File: config.mk
export PLATFORM = sky130hd
export DESIGN_NAME = MulControl
export DESIGN_NICKNAME = d
export VERILOG_FILES = /design/src/mulPkg.sv /design/src/MulControl.sv
export SDC_FILE = /design/constraint.sdc
export NUM_CORES = 1
export LEC_CHECK = 0
export BUFFER_PORTS_ARGS = -buffer_cell sky130_fd_sc_hd__buf_2
export CORE_AREA = 4 4 41 43
export CTS_CLUSTER_SIZE = 24
export DETAILED_ROUTE_END_ITERATION = 8
export DIE_AREA = 0 0 45 47
export GPL_TIMING_DRIVEN = 0
export PLACE_DENSITY_LB_ADDON = 0.15
export SYNTH_ARGS = -nofsm -noshare
export SYNTH_HDL_FRONTEND = slang
export SYNTH_SLANG_ARGS = --single-unit
File: constraint.sdc
create_clock -name clk -period 1.75 [get_ports clk]
set_input_delay 0.35 -clock clk [delete_from_list [all_inputs] [get_ports clk]]
set_output_delay 0.35 -clock clk [all_outputs]
set_load 0.03 [all_outputs]
File: src/mulPkg.sv
// Multiplier shared definitions
package mulPkg;

	////////////////////
	// Widths
	////////////////////

	// Operand widths, fixed for the packed types below
	localparam int opWidthX = 8;
	localparam int opWidthY = 8;
	// Full product needs both widths
	localparam int prodWidth = opWidthX + opWidthY;

	////////////////////
	// Vector types
	////////////////////

	typedef logic [opWidthX-1:0] opX_t;
	typedef logic [opWidthY-1:0] opY_t;
	typedef logic [prodWidth-1:0] prod_t;

	// One row per multiplier bit, each row product wide
	typedef logic [opWidthX*prodWidth-1:0] ppArray_t;

	// Pass counter, large enough for one row per pass
	typedef logic [2:0] passIdx_t;

	// Redundant carry-save pair
	typedef struct packed {
		prod_t sum;
		prod_t carry;
	} csPair_t;

	// Final adder architecture
	typedef enum logic [1:0] {
		SLOW = 2'b00,    // ripple
		MEDIUM = 2'b01,  // Sklansky
		FAST = 2'b10     // Kogge-Stone
	} speed_e;

	// Floor of log2, n > 0 expected
	function automatic int log2floor(input int n);
		int m;
		int p;
		m = -1;
		p = 1;
		while (p <= n) begin
			m = m + 1;
			p = p * 2;
		end
		return m;
	endfunction

endpackage

File: src/MulControl.sv
// Multiplier sequencing FSM
`timescale 1ns/1ps

module MulControl #(
	parameter int rowsPerCycle = 2
) (
	input  logic             clk,
	input  logic             reset,
	input  logic             start,
	output logic             load,
	output logic             clear,
	output logic             accumulate,
	output mulPkg::passIdx_t pass,
	output logic             resolve,
	output logic             busy,
	output logic             done
);
	import mulPkg::*;

	// Passes per operation and bits to count them
	localparam int passes = opWidthX / rowsPerCycle;
	localparam int passBits = (passes > 1) ? log2floor(passes - 1) + 1 : 1;

	if (passBits > $bits(passIdx_t)) begin : genPassCheck
		$error("passIdx_t too narrow for the pass count");
	end

	typedef enum logic [1:0] {
		Idle,
		Accum,
		Resolve,
		Done
	} state_e;

	state_e state;
	logic startOk;
	logic lastPass;

	////////////////////
	// Strobes
	////////////////////

	// Start accepted whenever not busy, also in the done cycle
	assign startOk = start && (state == Idle || state == Done);
	assign load = startOk;
	assign clear = startOk;
	assign accumulate = (state == Accum);
	assign resolve = (state == Resolve);
	assign busy = accumulate || resolve;
	assign done = (state == Done);

	// Final group of the array
	assign lastPass = (pass[passBits-1:0] == passBits'(passes - 1));

	////////////////////
	// State and pass counter
	////////////////////

	always_ff @(posedge clk) begin
		if (reset) begin
			state <= Idle;
			pass <= '0;
		end else begin
			case (state)
				Idle, Done: begin
					pass <= '0;
					state <= startOk ? Accum : Idle;
				end
				Accum: begin
					if (lastPass) begin
						pass <= '0;
						state <= Resolve;
					end else begin
						pass <= pass + 1'b1;
					end
				end
				Resolve: state <= Done;
				default: state <= Idle;
			endcase
		end
	end

	// Single-cycle completion pulse
	assert property (@(posedge clk) disable iff (reset) done |=> !done)
	else $error("Error: done high for two cycles");

	// Adder resolves right after the final group
	assert property (@(posedge clk) disable iff (reset)
		(accumulate && lastPass) |=> (resolve && !accumulate))
	else $error("Error: resolve missing after last pass");

endmodule

==> results_dict.tcl <==
set metrics [dict create \
    hold_violations 0 \
    timing.rr.start "state[0]" \
    seq_area_frac_synth 0.3320 \
    drtIter0Drc 2 \
    rows 13 \
    via_per_inst 4.426 \
    first_pass_iters 2 \
    cts_made_buffers 3 \
    fmax_mhz 591.6 \
    crit_required_ns 1.40 \
    multi_input_area_um2 191.4 \
    dp.cells 57 \
    worst-setup-path-type "reg2out" \
    crit_fanout 5 \
    total_power_uw 787.8 \
    min_from "reset" \
    antenna_found_initial 0 \
    reg2reg_to "pass[0]" \
    tightestPinTransition_ns 0.1880 \
    rrSetupSlack_ns 0.46 \
    areaGrowthSynthToFinish_pct 39.83 \
    synthAdderAreaFrac 0.2490 \
    synth_area_leaders "dfxtp_1, ha_1, a211oi_1, inv_1, nor3b_1" \
    synth_compound_area_frac 0.1162 \
    hp-class "in2reg" \
    synth_area_um2 301.5 \
    setup_tns_ns 0 \
    yosysUniqueCellTypes 15 \
    wirelength_um 675 \
    overflow 0 \
    reg2regPathDepth 4 \
    grt_pass1_vias 297 \
    dp_worst_setup_slack_ns 0.1072 \
    fin_ws_ns 0.05961 \
    syn_inst 31 \
    p_per_area_nw_per_um2 1868 \
    drc_errors 0 \
    p_leak_nw 0.2288 \
    period_share 0.9659 \
    cts-root-buf "clkbuf_4" \
    synthFlopType "dfxtp_1" \
    cts_tree "yes" \
    hold_ws_ns 0.3241 \
    num_vias 270 \
    worstSetupStartpointType "flop" \
    place_hpwl_um 524.2 \
    min_path_cells 2 \
    stdcell_count 61 \
    grt_pass1_wl_mm 1.173 \
    post_cts_resized 3 \
    numPortBuffers 11 \
    postCtsSetupRepairBufs 0 \
    grt_util_all_layers 0.08215 \
    fillers 153 \
    ios 12 \
    status "finished clean" \
    grt_max_degree 6 \
    num-nets-final 56 \
    synth-xor-area-share 0 \
    die_w_um 45 \
    clock_path_buffers 2 \
    drive_above_1_share 0.4130 \
    vdd_drop_max_mv 0.5835 \
    async_reset_ff_frac 0 \
    clock_sinks 5 \
    clkLatencyLatePin_ns 0.25 \
    seqCellArea_um2 105.1 \
    fp.coreArea_um2 1301 \
    yosys.area_share.simple 0.1950 \
    synthMuxAreaShare 0.03320 \
    synth_edf_count 0 \
    whs_endpoint "pass[1]" \
    yosys-top-cells-count "ha_1, dfxtp_1, inv_1" \
    synth.most_common_cell "ha_1" \
    cts.clk_slew.worst_paths_ns 0.05 \
    fin_skew_ns 0.006652 \
    cp-end-kind "output pin" \
    ys_ff_latch 5 \
    syn_area_per_cell_um2 9.727 \
    netlist.top_cell.by_area "dfxtp_1" \
    relSlewSlack 0.8739 \
    maxCapViolations 0 \
    syn_nets 40 \
    layout_min_cycle_time_ns 1.690 \
    initial_core_util 0.2317 \
    synth_top_family_by_area "adder cells" \
    yosysWarnings 0 \
    worstPathArrival_ns 1.34 \
    ctsHtreeMaxLevel 1 \
    antennaDiodeCount 0 \
    die_h_um 47 \
    postRouteAntennaNets 0 \
    setup_violations 0 \
    avgRoutedWirePerCell_um 11.07 \
    netlist.area_leader.share 0.3320 \
    gp_congestion 0.6975 \
    finalMaxSlewViolations 0 \
    die_area_um2 2115 \
    cts_hold_buf 0 \
]
## worst max path at each step
stage | startpoint | endpoint | slack, ns | cells after the start
6_report | state[0] | load | 0.06 | 5
3_5_place_dp | state[0] | load | 0.11 | 5
4_1_cts | state[0] | load | 0.002 | 5
5_1_grt | state[0] | load | -0.004 | 5
3_3_place_gp | state[0] | load | 0.14 | 5
2_1_floorplan | state[0] | load | 0.09 | 4
## sequential cells by signal, summed over array words and instances (netlist names)
register and flops:
state 2, pass 3
## area by class of cell
type,count,area share
Buffer,1,0.01780
Inverter,4,0.03561
Timing Repair Buffer,11,0.1365
Multi-Input combinational cell,21,0.4540
Tap cell,15,0.04451
Clock buffer,4,0.06231
Sequential cell,5,0.2493
## power breakdown
part	internal, mW	total (mW)	switching (mW)
sequential	0.151	0.190	0.0388
combinational	0.185	0.461	0.276
clock	0.0864	0.137	0.0508
## cell families (layout without fill, tap and decap cells)
logic type | count (synthesis) | count (layout)
fa+ha+maj | 6 | 6
mux | 1 | 1
simple gates | 9 | 9
buf+inv | 5 | 20
compound gates | 5 | 5
flops | 5 | 5
## placed cells by master (no fill, tap or decap)
| cell type | count |
|---|---|
| a211oi_1 | 2 |
| nor3b_1 | 2 |
| or4b_1 | 1 |
| dfxtp_2 | 1 |
| a21oi_1 | 2 |
| buf_4 | 2 |
| ha_4 | 1 |
| ha_1 | 5 |
| o211a_1 | 1 |
| inv_1 | 3 |
| nand2b_1 | 1 |
| clkbuf_1 | 1 |
| mux2i_1 | 1 |
| nand2_1 | 2 |
| buf_2 | 10 |
| and2_1 | 1 |
| clkbuf_4 | 3 |
| nand3b_1 | 1 |
| dfxtp_4 | 1 |
| inv_2 | 1 |
| dfxtp_1 | 3 |
| nor2b_1 | 1 |
## worst max-delay path, stage by stage, from the launching register on
cell and delay (ns):
dfxtp_4 0.37, inv_2 0.06, ha_4 0.25, and2_1 0.15, buf_4 0.12, buf_4 0.16
## per-layer routing
layer | GRT usage | up-vias | share of wire
met2 | 0.1441 | 9 | 0.49
met1 | 0.05909 | 120 | 0.32
met5 | 0 | - | 0
met3 | 0.06897 | 5 | 0.14
li1 | - | 136 | -
met4 | 0.05263 | 0 | 0.044
## stage by stage
stage                     cell area [um2]  utilization
after global placement              375.4       0.2885
final                               421.7       0.3240
after CTS                           417.9       0.3212
after global routing                421.7       0.3240
after detailed placement            375.4       0.2885
after floorplan                     301.5            -
Power figures use the tool's default switching activity.
