## config.mk

```make
export PLATFORM = sky130hd
export DESIGN_NAME = PrefixAdder
export DESIGN_NICKNAME = d
export VERILOG_FILES = /design/src/mulPkg.sv /design/src/PrefixAdder.sv
export SDC_FILE = /design/constraint.sdc
export NUM_CORES = 1
export LEC_CHECK = 0
export ABC_AREA = 1
export BUFFER_PORTS_ARGS = -buffer_cell sky130_fd_sc_hd__buf_2
export CAP_MARGIN = 5
export CORE_AREA = 2 2 57 59
export DETAILED_ROUTE_END_ITERATION = 6
export DIE_AREA = 0 0 59 61
export PLACE_DENSITY_LB_ADDON = 0.2
export SLEW_MARGIN = 20
export SYNTH_ARGS = -nofsm -noshare
export SYNTH_HDL_FRONTEND = slang
export SYNTH_SLANG_ARGS = --single-unit
export TNS_END_PERCENT = 10
```

## constraint.sdc

```tcl
create_clock -name clk -period 2.4 [get_ports clk]
set_input_delay 0.48 -clock clk [delete_from_list [all_inputs] [get_ports clk]]
set_output_delay 0.48 -clock clk [all_outputs]
set_load 0.05 [all_outputs]
```

## src/mulPkg.sv

```systemverilog
// Multiplier shared definitions
package mulPkg;

	////////////////////
	// Widths
	////////////////////

	// Operand widths, fixed for the packed types below
	localparam int opWidthX = 8;
	localparam int opWidthY = 8;
	// Full product needs both widths
	localparam int prodWidth = opWidthX + opWidthY;

	////////////////////
	// Vector types
	////////////////////

	typedef logic [opWidthX-1:0] opX_t;
	typedef logic [opWidthY-1:0] opY_t;
	typedef logic [prodWidth-1:0] prod_t;

	// One row per multiplier bit, each row product wide
	typedef logic [opWidthX*prodWidth-1:0] ppArray_t;

	// Pass counter, large enough for one row per pass
	typedef logic [2:0] passIdx_t;

	// Redundant carry-save pair
	typedef struct packed {
		prod_t sum;
		prod_t carry;
	} csPair_t;

	// Final adder architecture
	typedef enum logic [1:0] {
		SLOW = 2'b00,    // ripple
		MEDIUM = 2'b01,  // Sklansky
		FAST = 2'b10     // Kogge-Stone
	} speed_e;

	// Floor of log2, n > 0 expected
	function automatic int log2floor(input int n);
		int m;
		int p;
		m = -1;
		p = 1;
		while (p <= n) begin
			m = m + 1;
			p = p * 2;
		end
		return m;
	endfunction

endpackage

```

## src/PrefixAdder.sv

```systemverilog
// Final carry-propagate adder
`timescale 1ns/1ps

module PrefixAdder #(
	parameter mulPkg::speed_e adderSpeed = mulPkg::MEDIUM
) (
	input  logic            clk,
	input  logic            reset,
	input  logic            resolve,
	input  mulPkg::csPair_t acc,
	output mulPkg::prod_t   product
);
	import mulPkg::*;

	// Prefix depth for the parallel networks
	localparam int levels = log2floor(prodWidth);

	// Prefix trees below assume a power-of-two width
	if ((1 << levels) != prodWidth) begin : genWidthCheck
		$error("PrefixAdder needs a power-of-two product width");
	end

	prod_t genBits;
	prod_t propBits;
	prod_t carryIn;
	prod_t sumBits;

	// Bitwise generate and propagate
	assign genBits = acc.sum & acc.carry;
	assign propBits = acc.sum ^ acc.carry;

	////////////////////
	// Carry network
	////////////////////

	if (adderSpeed == SLOW) begin : genRipple
		// Linear chain, one cell per bit
		always_comb begin
			logic c;
			c = 1'b0;
			for (int i = 0; i < prodWidth; i++) begin
				carryIn[i] = c;
				c = genBits[i] | (propBits[i] & c);
			end
		end
	end else begin : genPrefix
		prod_t gLvl [levels+1];
		prod_t pLvl [levels+1];

		assign gLvl[0] = genBits;
		assign pLvl[0] = propBits;

		for (genvar l = 0; l < levels; l++) begin : genLevel
			for (genvar i = 0; i < prodWidth; i++) begin : genNode
				// Sklansky joins whole blocks, Kogge-Stone a fixed span back
				localparam bit active = (adderSpeed == FAST) ?
					(i >= (1 << l)) : (((i >> l) & 1) == 1);
				localparam int src = !active ? i : (adderSpeed == FAST) ?
					(i - (1 << l)) : (((i >> (l + 1)) << (l + 1)) + (1 << l) - 1);
				if (active) begin : genCell
					assign gLvl[l+1][i] = gLvl[l][i] | (pLvl[l][i] & gLvl[l][src]);
					assign pLvl[l+1][i] = pLvl[l][i] & pLvl[l][src];
				end else begin : genPass
					assign gLvl[l+1][i] = gLvl[l][i];
					assign pLvl[l+1][i] = pLvl[l][i];
				end
			end
		end

		// Group generate of bits below gives the carry in
		assign carryIn = {gLvl[levels][prodWidth-2:0], 1'b0};
	end

	assign sumBits = propBits ^ carryIn;

	////////////////////
	// Product register
	////////////////////

	// Held until the next resolve
	always_ff @(posedge clk) begin
		if (reset) begin
			product <= '0;
		end else if (resolve) begin
			product <= sumBits;
		end
	end

endmodule

```

==> flow_summary.json, run 1 <==
{
  "yosysUniqueCellTypes": 21,
  "wl_per_cell_um": 9.13,
  "globalRouteTotalUtil_pct": 14.9,
  "crit_buf_inv": 2,
  "cp_cell_sequence": "buf_2, ha_1, fa_1, nand2_1, nand2_1, and2_1, fa_1, xor2_1, o21ai_0, inv_1",
  "outcome": "finished clean",
  "yosysWarnings": 0,
  "hold_buffers": 0,
  "min_period_ps": 2020,
  "largestRegisters": "product x16",
  "stdcell_count": 282,
  "cts_sinks": 16,
  "crit_path_start_kind": "primary input",
  "whs_ps": 507,
  "maxCapViolations": 0,
  "tns_ps": 0,
  "finalSetupViolCount": 0,
  "required_ps": 2580,
  "dp.cells": 278,
  "start_util_pct": 44.2,
  "drive_gt1_share_pct": 26.5,
  "max_freq_mhz": 496,
  "vias": 1297,
  "diodes": 0,
  "critPathArrivalTime_ps": 2200,
  "hold_viol_final": 0,
  "area_delta_synth_final_pct": 24.4,
  "period_share_pct": 84.0,
  "worstPathMaxFanout": 3,
  "drv_slew": 0,
  "syn_nets": 251,
  "clk_path_buf_depth": 2,
  "dp_slack_ps": 72.2,
  "cts.htree.levels": 1,
  "regMostFlops": "product",
  "ir_worst_vdd_uv": 220,
  "fin_nets": 303,
  "drt-initial-drc-count": 26,
  "clk_pin_slew_ps": 100,
  "relSlewSlack_pct": 72.9,
  "crit_cells": 10,
  "dpl.hpwl_um": 2140,
  "drc_errors": 0,
  "crit_family": "adder cells",
  "postSynthAreaPerCell_um2": 6.58,
  "ys_ff_latch": 16,
  "largest_register_ffs": 16,
  "syn_inst": 198,
  "worstHoldPathType": "reg2reg",
  "clkLatencyLatePin_ps": 290,
  "grt_pass1_wl_um": 4150,
  "path_class": "in2reg",
  "dr.pass1.iters": 4,
  "grt_pass1_vias": 1058,
  "ios": 51,
  "slowest_delay_ps": 380,
  "nFillCells": 317,
  "power.density_nw_per_um2": 514,
  "tightest_slew_ps": 407,
  "antenna_found_initial": 0,
  "rsz0062_at_grt": "false",
  "die_area_um2": 3600,
  "syn_area_um2": 1300,
  "cts_tree": "yes",
  "portBuffers": 50,
  "design.core.area_um2": 2950,
  "slowest_stage": "fa_1",
  "grt_max_degree": 27,
  "place.gp.congestion": 0.796,
  "fin_skew_ps": 0,
  "cts_resized": 0,
  "die_y_um": 61,
  "p_leak_nw": 0.980,
  "seq_area_frac_synth_pct": 24.6,
  "cts-root-buf": "clkbuf_4",
  "post-cts-setup-buffers": 0,
  "die_w_um": 59,
  "numCtsBuffers": 3,
  "drt-total-wl_um": 2580,
  "num_rows": 20,
  "avgViaCountPerCell": 4.60,
  "min_path_cells": 2,
  "gr-total-overflow": 0,
  "r2r_cells": 4,
  "ant_nets": 0,
  "cp-end-kind": "flop",
  "setup_ws_ps": 383
}
[final cells by class]
class	instances	area [um2]	share of cell area [%]
well taps	33	41.3	2.55
repair buffers	51	258	15.9
clock buffers	4	36.3	2.24
multi-input cells	144	838	51.7
flip-flops and latches	16	320	19.8
inverters	34	128	7.87
[worst min-delay path, stage by stage (launching register included)]
cell,delay [ps]
dfxtp_1,330
o21ai_0,70
nor2_1,70
[kinds of logic (layout without fill, tap and decap cells)]
kind of cell    Yosys count  after routing  synth area share [%]
compound gates           22             22                  9.02
xor+xnor                  4              4                  2.69
fa+ha+maj                18             18                  19.6
buf+inv                  38             89                  11.1
flops                    16             16                  24.6
simple gates            100            100                  33.0
[Yosys cell counts]
library cell	count	area, um2
nand3_2	1	10.0
inv_1	34	128
and2_1	1	6.26
clkbuf_1	2	7.51
nand2_1	42	158
nand3_1	14	70.1
dfxtp_1	16	320
fa_1	4	80.1
nand2_4	1	11.3
o21ai_0	11	55.1
a21oi_1	9	45.0
nor3_1	1	5.00
xnor2_1	2	17.5
buf_2	2	10.0
a21oi_2	2	17.5
nand4_1	1	6.26
nor2_1	32	120
ha_1	14	175
nor2_2	1	6.26
xor2_1	2	17.5
nand2_2	6	37.5
[power by group]
group | switching, mW | internal (mW) | total [mW]
Sequential | 0.0119 | 0.291 | 0.303
Combinational | 0.234 | 0.120 | 0.354
Clock | 0.0838 | 0.0924 | 0.176
Total | 0.329 | 0.503 | 0.833
[cell usage in the layout (no fill, tap or decap)]
master     n
nand4_1    1
fa_1       4
inv_1     34
xnor2_1    2
nand3_2    1
clkbuf_8   1
o21ai_0   11
nand2_4    1
clkbuf_4   3
nor3_1     1
a21oi_2    2
a21oi_1    9
ha_1      14
nand2_2    6
nor2_1    32
dfxtp_1   16
nor2_2     1
buf_4      1
nand3_1   14
and2_1     1
xor2_1     2
nand2_1   42
buf_2     50
[worst paths after layout]
path	to	slack, ps	startpoint
setup / recovery	product[5]	380	acc[0]
setup reg to reg	product[9]	1710	product[9]
hold / removal	product[1]	510	product[1]
hold reg to reg	product[1]	510	product[1]
[metal layers]
layer	vias to the layer above	global-route usage (%)	routed length [um]
li1	715	-	-
met1	547	18.4	1220
met2	31	26.7	1200
met3	4	0.853	113
met4	0	7.14	44
met5	-	0	0
[through the flow]
| step | cell area [um2] | util [%] | power (mW) |
|---|---|---|---|
| 2_1_floorplan | 1300 | - | 0.575 |
| 3_3_place_gp | 1590 | 53.7 | 0.661 |
| 3_5_place_dp | 1590 | 53.7 | 0.665 |
| 4_1_cts | 1620 | 54.9 | 0.843 |
| 5_1_grt | 1620 | 54.9 | 0.899 |
| 6_report | 1620 | 54.9 | 0.833 |
Power figures use the tool's default switching activity.
==> run 2: changes to the inputs <==
--- a/config.mk
+++ b/config.mk
@@ -8,9 +8,9 @@
 export ABC_AREA = 1
 export BUFFER_PORTS_ARGS = -buffer_cell sky130_fd_sc_hd__buf_2
 export CAP_MARGIN = 5
-export CORE_AREA = 2 2 57 59
+export CORE_AREA = 2 2 58 60
 export DETAILED_ROUTE_END_ITERATION = 6
-export DIE_AREA = 0 0 59 61
+export DIE_AREA = 0 0 60 62
 export PLACE_DENSITY_LB_ADDON = 0.2
 export SLEW_MARGIN = 20
 export SYNTH_ARGS = -nofsm -noshare
==> constraint.sdc (replaced) <==
create_clock -name clk -period 1.8 [get_ports clk]
set_input_delay 0.36 -clock clk [delete_from_list [all_inputs] [get_ports clk]]
set_output_delay 0.36 -clock clk [all_outputs]
set_load 0.05 [all_outputs]
==> run 2 against run 1 <==
Compared with the run above:
- clock skew stayed put
- global-route usage is 0.33 points higher
- first-iteration DRC count is 15% lower
- clock power is 41% higher
- sequential share of layout area is 1.6 points lower
- critical endpoint unchanged
- design area is 8.6% higher
- cell count is 8.5% higher
- combinational power is 46% higher
==> flow_summary.json, run 2 (synthesis results as in run 1) <==
{
  "drv_slew": 0,
  "cp_cell_sequence": "buf_6, ha_4, fa_2, nand2_2, nand2_2, and2_4, fa_2, xor2_1, o21ai_1, inv_1",
  "grt_pass1_wl_um": 4440,
  "grt_max_degree": 16,
  "die_area_um2": 3720,
  "tightest_slew_ps": 279,
  "hold_viol_final": 0,
  "diodes": 0,
  "cts.htree.levels": 1,
  "globalRouteTotalUtil_pct": 15.2,
  "regMostFlops": "product",
  "largest_register_ffs": 16,
  "die_y_um": 62,
  "gr-total-overflow": 0,
  "layout.cells.most_common": "buf_2",
  "min_period_ps": 1670,
  "place_area_um2": 1710,
  "period_share_pct": 92.8,
  "multi_input_area_um2": 866,
  "antenna_found_initial": 0,
  "fin_skew_ps": 0,
  "num_rows": 21,
  "cts_sinks": 16,
  "largestRegisters": "product x16",
  "hold_buffers": 0,
  "setup_ws_ps": 130,
  "max_freq_mhz": 599,
  "ant_nets": 0,
  "avgViaCountPerCell": 4.52,
  "cp-end-kind": "flop",
  "slowest_delay_ps": 350,
  "design.core.area_um2": 3180,
  "clkLatencyLatePin_ps": 290,
  "min_path_cells": 4,
  "final_cell_mix": "48 x buf_2, 40 x nand2_1, 34 x inv_1, 32 x nor2_1, 16 x dfxtp_1",
  "critPathArrivalTime_ps": 1870,
  "power.density_nw_per_um2": 664,
  "dp_slack_ps": -270,
  "finalSetupViolCount": 0,
  "ir_worst_vdd_uv": 226,
  "worstHoldPathType": "in2reg",
  "ios": 51,
  "start_util_pct": 41.0,
  "r2r_cells": 4,
  "crit_path_start_kind": "primary input",
  "dr.pass1.iters": 4,
  "fin_area_um2": 1760,
  "cts-root-buf": "clkbuf_4",
  "portBuffers": 50,
  "maxCapViolations": 0,
  "relSlewSlack_pct": 81.4,
  "required_ps": 2000,
  "drc_errors": 0,
  "outcome": "finished clean",
  "post-route-util_pct": 55.4,
  "drive_gt1_share_pct": 32.3,
  "clk_path_buf_depth": 2,
  "path_class": "in2reg",
  "area_delta_synth_final_pct": 35.0,
  "finalPower_mw": 1.17,
  "rsz0062_at_grt": "false",
  "grt_pass1_vias": 1112,
  "cts_tree": "yes",
  "drt-total-wl_um": 2770,
  "vias": 1382,
  "nFillCells": 335,
  "wl_per_cell_um": 9.05,
  "clk_pin_slew_ps": 100,
  "slowest_stage": "fa_2",
  "place.gp.congestion": 0.844,
  "worstPathMaxFanout": 2,
  "p_leak_nw": 1.04,
  "fin_nets": 314,
  "drt-initial-drc-count": 22,
  "area.sequential_um2": 320,
  "whs_ps": 405,
  "die_w_um": 60,
  "numCtsBuffers": 3,
  "dpl.hpwl_um": 2330
}
[run 2: changes by cell type in the layout (fill, tap and decap cells not counted), moves of 2 or more]
cell     previous run  this run
buf_2              50        48
fa_1                4         1
nand2_2             6         8
o21ai_1             0         2
fa_2                0         3
buf_6               0         2
buf_4               1        12
nand2_1            42        40
o21ai_0            11         9
[run 2: where the power goes]
group | total, mW | leakage (nW) | internal [mW] | switching [mW]
sequential | 0.403 | 0.133 | 0.388 | 0.0151
combinational | 0.518 | 0.882 | 0.195 | 0.323
clock | 0.248 | 0.0210 | 0.123 | 0.125
total | 1.17 | 1.04 | 0.706 | 0.463
[run 2: worst paths after layout]
check,start,to,slack [ps]
hold / removal,acc[0],product[0],410
setup / recovery,acc[16],product[5],130
setup reg to reg,product[9],product[9],1130
hold reg to reg,product[4],product[4],510
[run 2: stage by stage]
stage          setup TNS [ps]  cells
6_report                    0    306
5_1_grt                     0    306
4_1_cts                     0    306
3_5_place_dp            -1350    302
3_3_place_gp            -1100    302
2_1_floorplan            -219    198
[run 2: per-layer routing]
metal  part of all wire (%)  global-route usage, %  up-vias
met1                     46                   19.1      613
met5                      0                      0        -
met2                     49                   28.0       29
li1                       -                      -      736
met3                    3.2                  0.621        4
met4                   0.90                   5.40        0
[run 2: critical path, delay by kind of cell]
| kind | cells | cell delay [ps] |
|---|---|---|
| AO/OA/AOI/OAI | 1 | 120 |
| buffers and inverters | 2 | 150 |
| adder cells (fa/ha/maj) | 3 | 830 |
| XOR/XNOR | 1 | 140 |
| AND/OR/NAND/NOR | 3 | 280 |
[run 2: area by class of cell]
cell class / instances / area share, %
multi-input cells: 144 / 49.2
inverters: 34 / 7.25
well taps: 46 / 3.27
clock buffers: 4 / 2.06
flip-flops and latches: 16 / 18.2
repair buffers: 62 / 20.0
[run 2: what timing repair did]
action / 4_1_cts / 5_1_grt
setup endpoints to repair: 0 / 2
buffers inserted: 0 / 0
resized for setup: 0 / 4
