File: src/mulPkg.sv
// Multiplier shared definitions
package mulPkg;

	////////////////////
	// Widths
	////////////////////

	// Operand widths, fixed for the packed types below
	localparam int opWidthX = 8;
	localparam int opWidthY = 8;
	// Full product needs both widths
	localparam int prodWidth = opWidthX + opWidthY;

	////////////////////
	// Vector types
	////////////////////

	typedef logic [opWidthX-1:0] opX_t;
	typedef logic [opWidthY-1:0] opY_t;
	typedef logic [prodWidth-1:0] prod_t;

	// One row per multiplier bit, each row product wide
	typedef logic [opWidthX*prodWidth-1:0] ppArray_t;

	// Pass counter, large enough for one row per pass
	typedef logic [2:0] passIdx_t;

	// Redundant carry-save pair
	typedef struct packed {
		prod_t sum;
		prod_t carry;
	} csPair_t;

	// Final adder architecture
	typedef enum logic [1:0] {
		SLOW = 2'b00,    // ripple
		MEDIUM = 2'b01,  // Sklansky
		FAST = 2'b10     // Kogge-Stone
	} speed_e;

	// Floor of log2, n > 0 expected
	function automatic int log2floor(input int n);
		int m;
		int p;
		m = -1;
		p = 1;
		while (p <= n) begin
			m = m + 1;
			p = p * 2;
		end
		return m;
	endfunction

endpackage

File: src/MulPPGenUns.sv
// Braun partial-product generator
`timescale 1ns/1ps

module MulPPGenUns #(
	parameter int widthX = 8,  // multiplier width
	parameter int widthY = 8   // multiplicand width
) (
	input  mulPkg::opX_t     X,
	input  mulPkg::opY_t     Y,
	output mulPkg::ppArray_t PP
);
	import mulPkg::*;

	// Row width equals full product width
	localparam int widthP = widthX + widthY;

	// Widths must agree with the packed array type
	if (widthX != opWidthX || widthY != opWidthY) begin : genWidthCheck
		$error("MulPPGenUns widths differ from package operand widths");
	end

	////////////////////
	// Row generation
	////////////////////

	always_comb begin : ppGen
		// Zeros outside the shifted band
		PP = '0;
		// Row i holds x(i)y(k) at column i+k
		for (int i = 0; i < widthX; i++) begin
			for (int k = 0; k < widthY; k++) begin
				PP[i*widthP+i+k] = X[i] & Y[k];
			end
		end
	end

endmodule

File: config.mk
export PLATFORM = sky130hd
export DESIGN_NAME = MulPPGenUns
export DESIGN_NICKNAME = d
export VERILOG_FILES = /design/src/mulPkg.sv /design/src/MulPPGenUns.sv
export SDC_FILE = /design/constraint.sdc
export NUM_CORES = 1
export LEC_CHECK = 0
export ABC_AREA = 1
export BUFFER_PORTS_ARGS = -buffer_cell sky130_fd_sc_hd__buf_2
export CORE_AREA = 2 2 55 67
export DETAILED_ROUTE_END_ITERATION = 7
export DIE_AREA = 0 0 57 69
export PLACE_DENSITY = 0.88
export SYNTH_ARGS = -nofsm -noshare
export SYNTH_HDL_FRONTEND = slang
export SYNTH_SLANG_ARGS = --single-unit
export TNS_END_PERCENT = 1
File: constraint.sdc
create_clock -name vclk -period 0.8
set_input_delay 0.16 -clock vclk [all_inputs]
set_output_delay 0.16 -clock vclk [all_outputs]
set_load 0.02 [all_outputs]
==> results.py, run 1 <==
metrics = {
    "floorplanning": {
        "core_area_sq_mm": 0.00328,
        "die_h_um": 69,
        "die_x_um": 57,
        "ios": 144,
        "num_rows": 23,
        "start_util": 0.318,
        "die-area_sq_mm": 0.00393,
    },
    "timing": {
        "period_needed_ns": 0.753,
        "report.final.slew_viol_count": 0,
        "setup_viol": 0,
        "period_share": 0.941,
        "fmax_mhz": 1330,
        "hold_violations": 0,
        "rsz0062_at_grt": "true",
        "holdWs_ns": 0.699,
    },
    "drt": {
        "drt_iter0_markers": 18,
        "viasPerCell": 3.41,
        "wl_met3_um": 332,
        "routed_wirelength_um": 2520,
        "route.detailed.drc": 0,
        "first_pass_iters": 4,
        "wl_per_cell_um": 8.16,
        "num_vias": 1055,
        "wl_met2_um": 1310,
        "ant_nets": 0,
        "topRoutingLayerUsed": "met3",
        "wl_met1_um": 876,
    },
    "yosys": {
        "synthDistinctLibCells": 5,
        "synth.largest_area_cell": "buf_4",
        "netlist.area_leader.share": 0.460,
        "synthTopCellsByArea": "buf_4 (46%), inv_1 (23%), nand2_1 (23%)",
        "ys_seq_area_frac": 0,
        "syn_inst": 209,
        "synth.avg_cell_area_sq_um": 5.00,
        "yosysWarnings": 0,
        "netlist_area_sq_mm": 0.00104,
        "synth_common_cells": "buf_4 (64), inv_1 (64), nand2_1 (64), buf_2 (16), conb_1 (1)",
    },
    "power_and_ir_drop": {
        "peakVddDrop_mv": 0.388,
        "leakage_nw": 1.23,
        "powerDensity_mw_per_mm2": 760,
        "pwr-share-clk": 0,
        "power_frac_seq": 0,
        "power.switching_mw": 0.706,
        "combPwrFrac": 1.000,
        "p_total_mw": 0.930,
        "switching_share": 0.760,
        "internal-power_mw": 0.223,
    },
    "run_status": {
        "status": "finished clean",
    },
    "worst_setup_path": {
        "endpoint_kind": "primary output",
        "worstSetupStartpointType": "input pin",
        "path_class": "input pin to primary output",
        "crit_arrival_ns": 0.59,
        "worstPathMaxFanout": 8,
        "required_ns": 0.64,
    },
    "cells_and_area": {
        "fillCellCount": 359,
        "nets": 290,
        "post-route-util": 0.373,
        "seq_cells": 0,
        "diodes": 0,
        "layout-drive-gt1-share": 0.294,
        "area_growth_pct": 17.0,
        "clkbuf_count": 0,
        "regArea_sq_um": 0,
    },
    "job": {
        "cap_violations": 0,
    },
    "placed_design": {
        "gp_congestion": 0.652,
        "port_buffers": 80,
        "post-dp-hpwl_um": 2170,
    },
    "grt": {
        "grt_pass1_wl_um": 3550,
        "grt_pass1_vias": 752,
        "grt_usage": 0.108,
        "antenna_found_initial": 0,
        "grt_max_degree": 9,
        "overflow": 0,
    },
    "clocking": {
        "cts_hold_buf": 0,
        "cts_setup_buffers": 0,
    },
    "worst_hold_path": {
        "min_path_type": "input pin to primary output",
    },
}
placed cells by master (no fill, tap or decap):
master	instances
buf_2	58
conb_1	64
buf_4	8
inv_1	64
clkbuf_4	14
nand2_1	64
critical path: stages:
cell and delay [ns]:
buf_2 0.16, nand2_1 0.07, inv_1 0.05, buf_2 0.15
routing by layer:
layer / up-vias / track usage
met5: - / 0
met3: 0 / 0.00375
met2: 89 / 0.222
li1: 546 / -
met1: 420 / 0.125
met4: 0 / 0
cell families after synthesis:
group | share of synthesized area
and+or+nand+nor | 0.230
other | 0.00359
buffers and inverters | 0.766
what timing repair did:
action | in CTS | in global routing
gates resized for setup | 1 | 21
endpoints found under the setup margin | 1 | 43
gates cloned | 0 | 0
power groups by stage:
stage | clock network, mW | logic [mW] | registers (mW)
floorplan | 0 | 0.937 | 0
global placement | 0 | 0.893 | 0
detailed placement | 0 | 0.900 | 0
CTS | 0 | 0.903 | 0
global route | 0 | 1.01 | 0
finish | 0 | 0.930 | 0
metrics by stage:
stage	instances	TNS (ns)	instance area (sq um)	setup slack, ns
floorplan	272	0	1280	0.145
global placement	309	-0.0114	1170	-0.0114
detailed placement	309	-0.00510	1170	-0.00510
CTS	309	0	1170	0.00214
global route	309	-0.00936	1220	-0.00936
finish	309	0	1220	0.0469
final cells by class:
class	count	area (sq um)	area share
inverters	64	240	0.197
repair buffers	80	455	0.373
multi-input cells	128	480	0.393
well taps	37	46.3	0.0379
worst paths after layout:
check	from	endpoint	slack, ns	depth (start not counted)
max	X[1]	PP[19]	0.05	4
min	Y[7]	PP[41]	0.70	4
Power figures use the tool's default switching activity.
==> run 2, diff against run 1 <==
--- a/config.mk
+++ b/config.mk
@@ -5,12 +5,11 @@
 export SDC_FILE = /design/constraint.sdc
 export NUM_CORES = 1
 export LEC_CHECK = 0
-export ABC_AREA = 1
 export BUFFER_PORTS_ARGS = -buffer_cell sky130_fd_sc_hd__buf_2
-export CORE_AREA = 2 2 55 67
+export CORE_AREA = 2 2 53 65
 export DETAILED_ROUTE_END_ITERATION = 7
-export DIE_AREA = 0 0 57 69
-export PLACE_DENSITY = 0.88
+export DIE_AREA = 0 0 55 67
+export PLACE_DENSITY = 0.89
 export SYNTH_ARGS = -nofsm -noshare
 export SYNTH_HDL_FRONTEND = slang
 export SYNTH_SLANG_ARGS = --single-unit
==> results.py, run 2 <==
metrics = {
    "floorplanning": {
        "core_area_sq_mm": 0.00303,
        "num_rows": 22,
        "die-area_sq_mm": 0.00369,
        "die_h_um": 67,
        "die_x_um": 55,
        "ios": 144,
        "start_util": 0.292,
    },
    "timing": {
        "period_share": 0.976,
        "fmax_mhz": 1280,
        "rsz0062_at_grt": "true",
        "setup_viol": 0,
        "period_needed_ns": 0.781,
        "report.final.slew_viol_count": 0,
        "hold_violations": 0,
    },
    "cells_and_area": {
        "final_common_cell": "conb_1",
        "seq_cells": 0,
        "fillCellCount": 312,
        "clkbuf_count": 0,
        "area_growth_pct": 28.4,
        "layout-drive-gt1-share": 0.394,
        "diodes": 0,
        "multi_input_area_sq_um": 646,
        "nets": 226,
        "mostFrequentLayoutCells": "conb_1 (64), and2_1 (62), buf_2 (62)",
        "regArea_sq_um": 0,
        "design_area_sq_mm": 0.00114,
    },
    "placed_design": {
        "gp_congestion": 0.630,
        "dpl_cell_area_sq_mm": 0.00109,
        "port_buffers": 80,
        "post-dp-hpwl_um": 1980,
    },
    "drt": {
        "viasPerCell": 3.57,
        "wl_per_cell_um": 9.28,
        "route.detailed.drc": 0,
        "num_vias": 871,
        "drt_iter0_markers": 1,
        "routed_wirelength_um": 2270,
        "first_pass_iters": 2,
        "ant_nets": 0,
    },
    "yosys": {
        "netlist_area_sq_um": 885,
        "ys_seq_area_frac": 0,
        "synth.avg_cell_area_sq_um": 6.86,
        "netlist.area_leader.share": 0.543,
        "synthTopCellsByArea": "buf_4 (54%), and2_1 (45%), conb_1 (0.42%)",
        "synth.largest_area_cell": "buf_4",
        "syn_inst": 129,
        "synth_common_cells": "and2_1 (64), buf_4 (64), conb_1 (1)",
        "synthDistinctLibCells": 3,
        "yosysWarnings": 0,
    },
    "worst_setup_path": {
        "required_ns": 0.64,
        "endpoint_kind": "primary output",
        "worstPathMaxFanout": 8,
        "cp_cell_sequence": "clkbuf_4 > and2_1 > buf_2",
        "cpPeakStageDelay_ns": 0.16,
        "crit_arrival_ns": 0.62,
        "slowest_stage": "and2_1",
        "path_class": "input pin to primary output",
        "critPathTopFamily": "buffers and inverters",
        "crit_buf_inv": 2,
        "worstSetupStartpointType": "input pin",
    },
    "grt": {
        "grt_pass1_wl_um": 2740,
        "grt_usage": 0.100,
        "met3_usage": 0,
        "grt_pass1_vias": 541,
        "grt_use_met2": 0.210,
        "overflow": 0,
        "grt.busiest_layer": "met2",
        "grt_max_degree": 9,
        "antenna_found_initial": 0,
        "use_met1": 0.112,
    },
    "job": {
        "cap_violations": 0,
    },
    "power_and_ir_drop": {
        "p_total_mw": 0.894,
        "powerDensity_mw_per_mm2": 787,
        "peakVddDrop_mv": 0.461,
        "leakage_nw": 0.759,
    },
    "run_status": {
        "status": "finished clean",
    },
    "worst_hold_path": {
        "min_path_type": "input pin to primary output",
    },
    "clocking": {
        "post_cts_resized": 0,
        "cts_hold_buf": 0,
        "cts_setup_buffers": 0,
    },
}
[run 2: final cells by class]
class | count | share of cell area
multi-input combinational | 128 | 0.568
tap | 36 | 0.0396
timing repair buffer | 80 | 0.392
[run 2: worst paths after layout]
kind	from	endpoint	slack [ns]	cells past startpoint
setup / recovery	X[2]	PP[39]	0.02	3
hold / removal	X[0]	PP[0]	0.69	3
[run 2: cell families after synthesis]
| logic type | count (synthesis) | synth area share |
|---|---|---|
| AND/OR/NAND/NOR | 64 | 0.453 |
| other | 1 | 0.00424 |
| buffers and inverters | 64 | 0.543 |
[run 2: where the power goes]
group	internal [mW]	switching [mW]	leakage, nW
Combinational	0.249	0.645	0.759
Clock	0	0	0
Sequential	0	0	0
Total	0.249	0.645	0.759
[run 2: stage by stage]
stage / worst slack, ns / hold WS (ns) / util / TNS, ns / cells
after detailed placement: 0.0112 / 0.739 / 0.359 / 0 / 244
after global routing: -0.0129 / 0.732 / 0.375 / -0.0617 / 244
after global placement: 0.0174 / 0.728 / 0.359 / 0 / 244
after floorplan: 0.264 / 0.503 / - / 0 / 192
final: 0.0189 / 0.693 / 0.375 / 0 / 244
after CTS: 0.0101 / 0.739 / 0.359 / 0 / 244
[run 2: metal layers]
metal  vias to the layer above  share of wire
li1                        420              -
met5                         -              0
met1                       368           0.32
met2                        83           0.53
met3                         0           0.15
met4                         0              0
[run 2: worst min-delay path: stages]
cell,delay (ns)
buf_4,0.12
and2_1,0.12
buf_4,0.13
==> run 3, diff against run 2 <==
--- a/config.mk
+++ b/config.mk
@@ -10,6 +10,7 @@
 export DETAILED_ROUTE_END_ITERATION = 7
 export DIE_AREA = 0 0 55 67
 export PLACE_DENSITY = 0.89
+export REMOVE_ABC_BUFFERS = 1
 export SYNTH_ARGS = -nofsm -noshare
 export SYNTH_HDL_FRONTEND = slang
 export SYNTH_SLANG_ARGS = --single-unit
==> results.py, run 3 (synthesized netlist as in run 2, its figures left out) <==
metrics = {
    "run_status": {
        "status": "finished clean",
    },
    "cells_and_area": {
        "area_growth_pct": 29.1,
        "fillCellCount": 324,
        "layout-drive-gt1-share": 0.394,
        "diodes": 0,
        "final_cells": 244,
        "final_common_cell": "conb_1",
        "clkbuf_count": 0,
        "regArea_sq_um": 0,
        "seq_cells": 0,
        "nets": 226,
        "mostFrequentLayoutCells": "conb_1 (64), and2_1 (62), buf_2 (61)",
    },
    "worst_setup_path": {
        "crit_path_start": "X[6]",
        "path_class": "input pin to primary output",
        "cp-endpoint": "PP[109]",
        "worstPathMaxFanout": 8,
        "crit_arrival_ns": 0.63,
        "endpoint_kind": "primary output",
        "worstSetupStartpointType": "input pin",
        "required_ns": 0.64,
    },
    "floorplanning": {
        "die-area_sq_mm": 0.00369,
        "core_area_sq_mm": 0.00303,
        "start_util": 0.292,
        "die_h_um": 67,
        "ios": 144,
        "num_rows": 22,
        "die_x_um": 55,
    },
    "grt": {
        "antenna_found_initial": 0,
        "grt_pass1_wl_um": 3460,
        "grt_usage": 0.129,
        "overflow": 0,
        "grt_max_degree": 9,
        "grt_pass1_vias": 673,
    },
    "timing": {
        "period_share": 0.981,
        "rsz0062_at_grt": "true",
        "fmax_mhz": 1270,
        "report.final.slew_viol_count": 0,
        "hold_violations": 0,
        "holdWs_ns": 0.687,
        "period_needed_ns": 0.785,
        "setup_viol": 0,
        "worst_slack_ns": 0.0149,
    },
    "placed_design": {
        "gp_congestion": 0.669,
        "placedCellCount": 244,
        "post-place-ws_ns": -0.0157,
        "post-dp-hpwl_um": 2180,
        "port_buffers": 80,
    },
    "drt": {
        "routed_wirelength_um": 2630,
        "route.detailed.drc": 0,
        "ant_nets": 0,
        "num_vias": 854,
        "first_pass_iters": 3,
        "wl_per_cell_um": 10.8,
        "drt_iter0_markers": 12,
        "viasPerCell": 3.50,
    },
    "clocking": {
        "post_cts_resized": 5,
        "cts_hold_buf": 0,
        "cts_setup_buffers": 0,
    },
    "power_and_ir_drop": {
        "p_total_mw": 0.908,
        "powerDensity_mw_per_mm2": 795,
        "peakVddDrop_mv": 0.561,
        "leakage_nw": 0.762,
    },
    "worst_hold_path": {
        "min_path_type": "input pin to primary output",
    },
    "job": {
        "cap_violations": 0,
    },
}
[run 3: changes by cell type in the layout (fill, tap and decap cells not counted)]
cell / before / now
clkbuf_4: 4 / 2
buf_2: 62 / 61
buf_4: 14 / 16
buf_6: 0 / 1
[run 3: routing by layer]
metal,track usage,share of wire
met4,0,0
met3,0.00673,0.11
met1,0.165,0.39
met5,0,0
met2,0.243,0.50
[run 3: worst max-delay path, cell delays in order]
cell    delay [ns]
buf_4         0.15
and2_1        0.16
buf_2         0.15
[run 3: per-stage QoR]
step            util  instance area [sq um]  setup TNS (ns)
3_3_place_gp   0.359                   1090         -0.0850
2_1_floorplan      -                    641               0
3_5_place_dp   0.359                   1090          -0.117
5_1_grt        0.377                   1140        -0.00947
6_report       0.377                   1140               0
4_1_cts        0.363                   1100               0
[run 3: worst min path at each step]
stage / cells past startpoint / end / from
3_5_place_dp: 3 / PP[37] / Y[3]
5_1_grt: 3 / PP[5] / Y[5]
3_3_place_gp: 3 / PP[19] / Y[2]
6_report: 3 / PP[89] / X[5]
2_1_floorplan: 1 / PP[0] / Y[0]
4_1_cts: 3 / PP[87] / Y[2]
[run 3: final cells by class]
class / count / area [sq um] / area share
well taps: 36 / 45.0 / 0.0394
repair buffers: 80 / 452 / 0.395
multi-input cells: 128 / 646 / 0.565
[run 3: power breakdown]
group	leakage, nW	switching [mW]	internal (mW)
clock	0	0	0
sequential	0	0	0
combinational	0.762	0.656	0.253
total	0.762	0.656	0.253
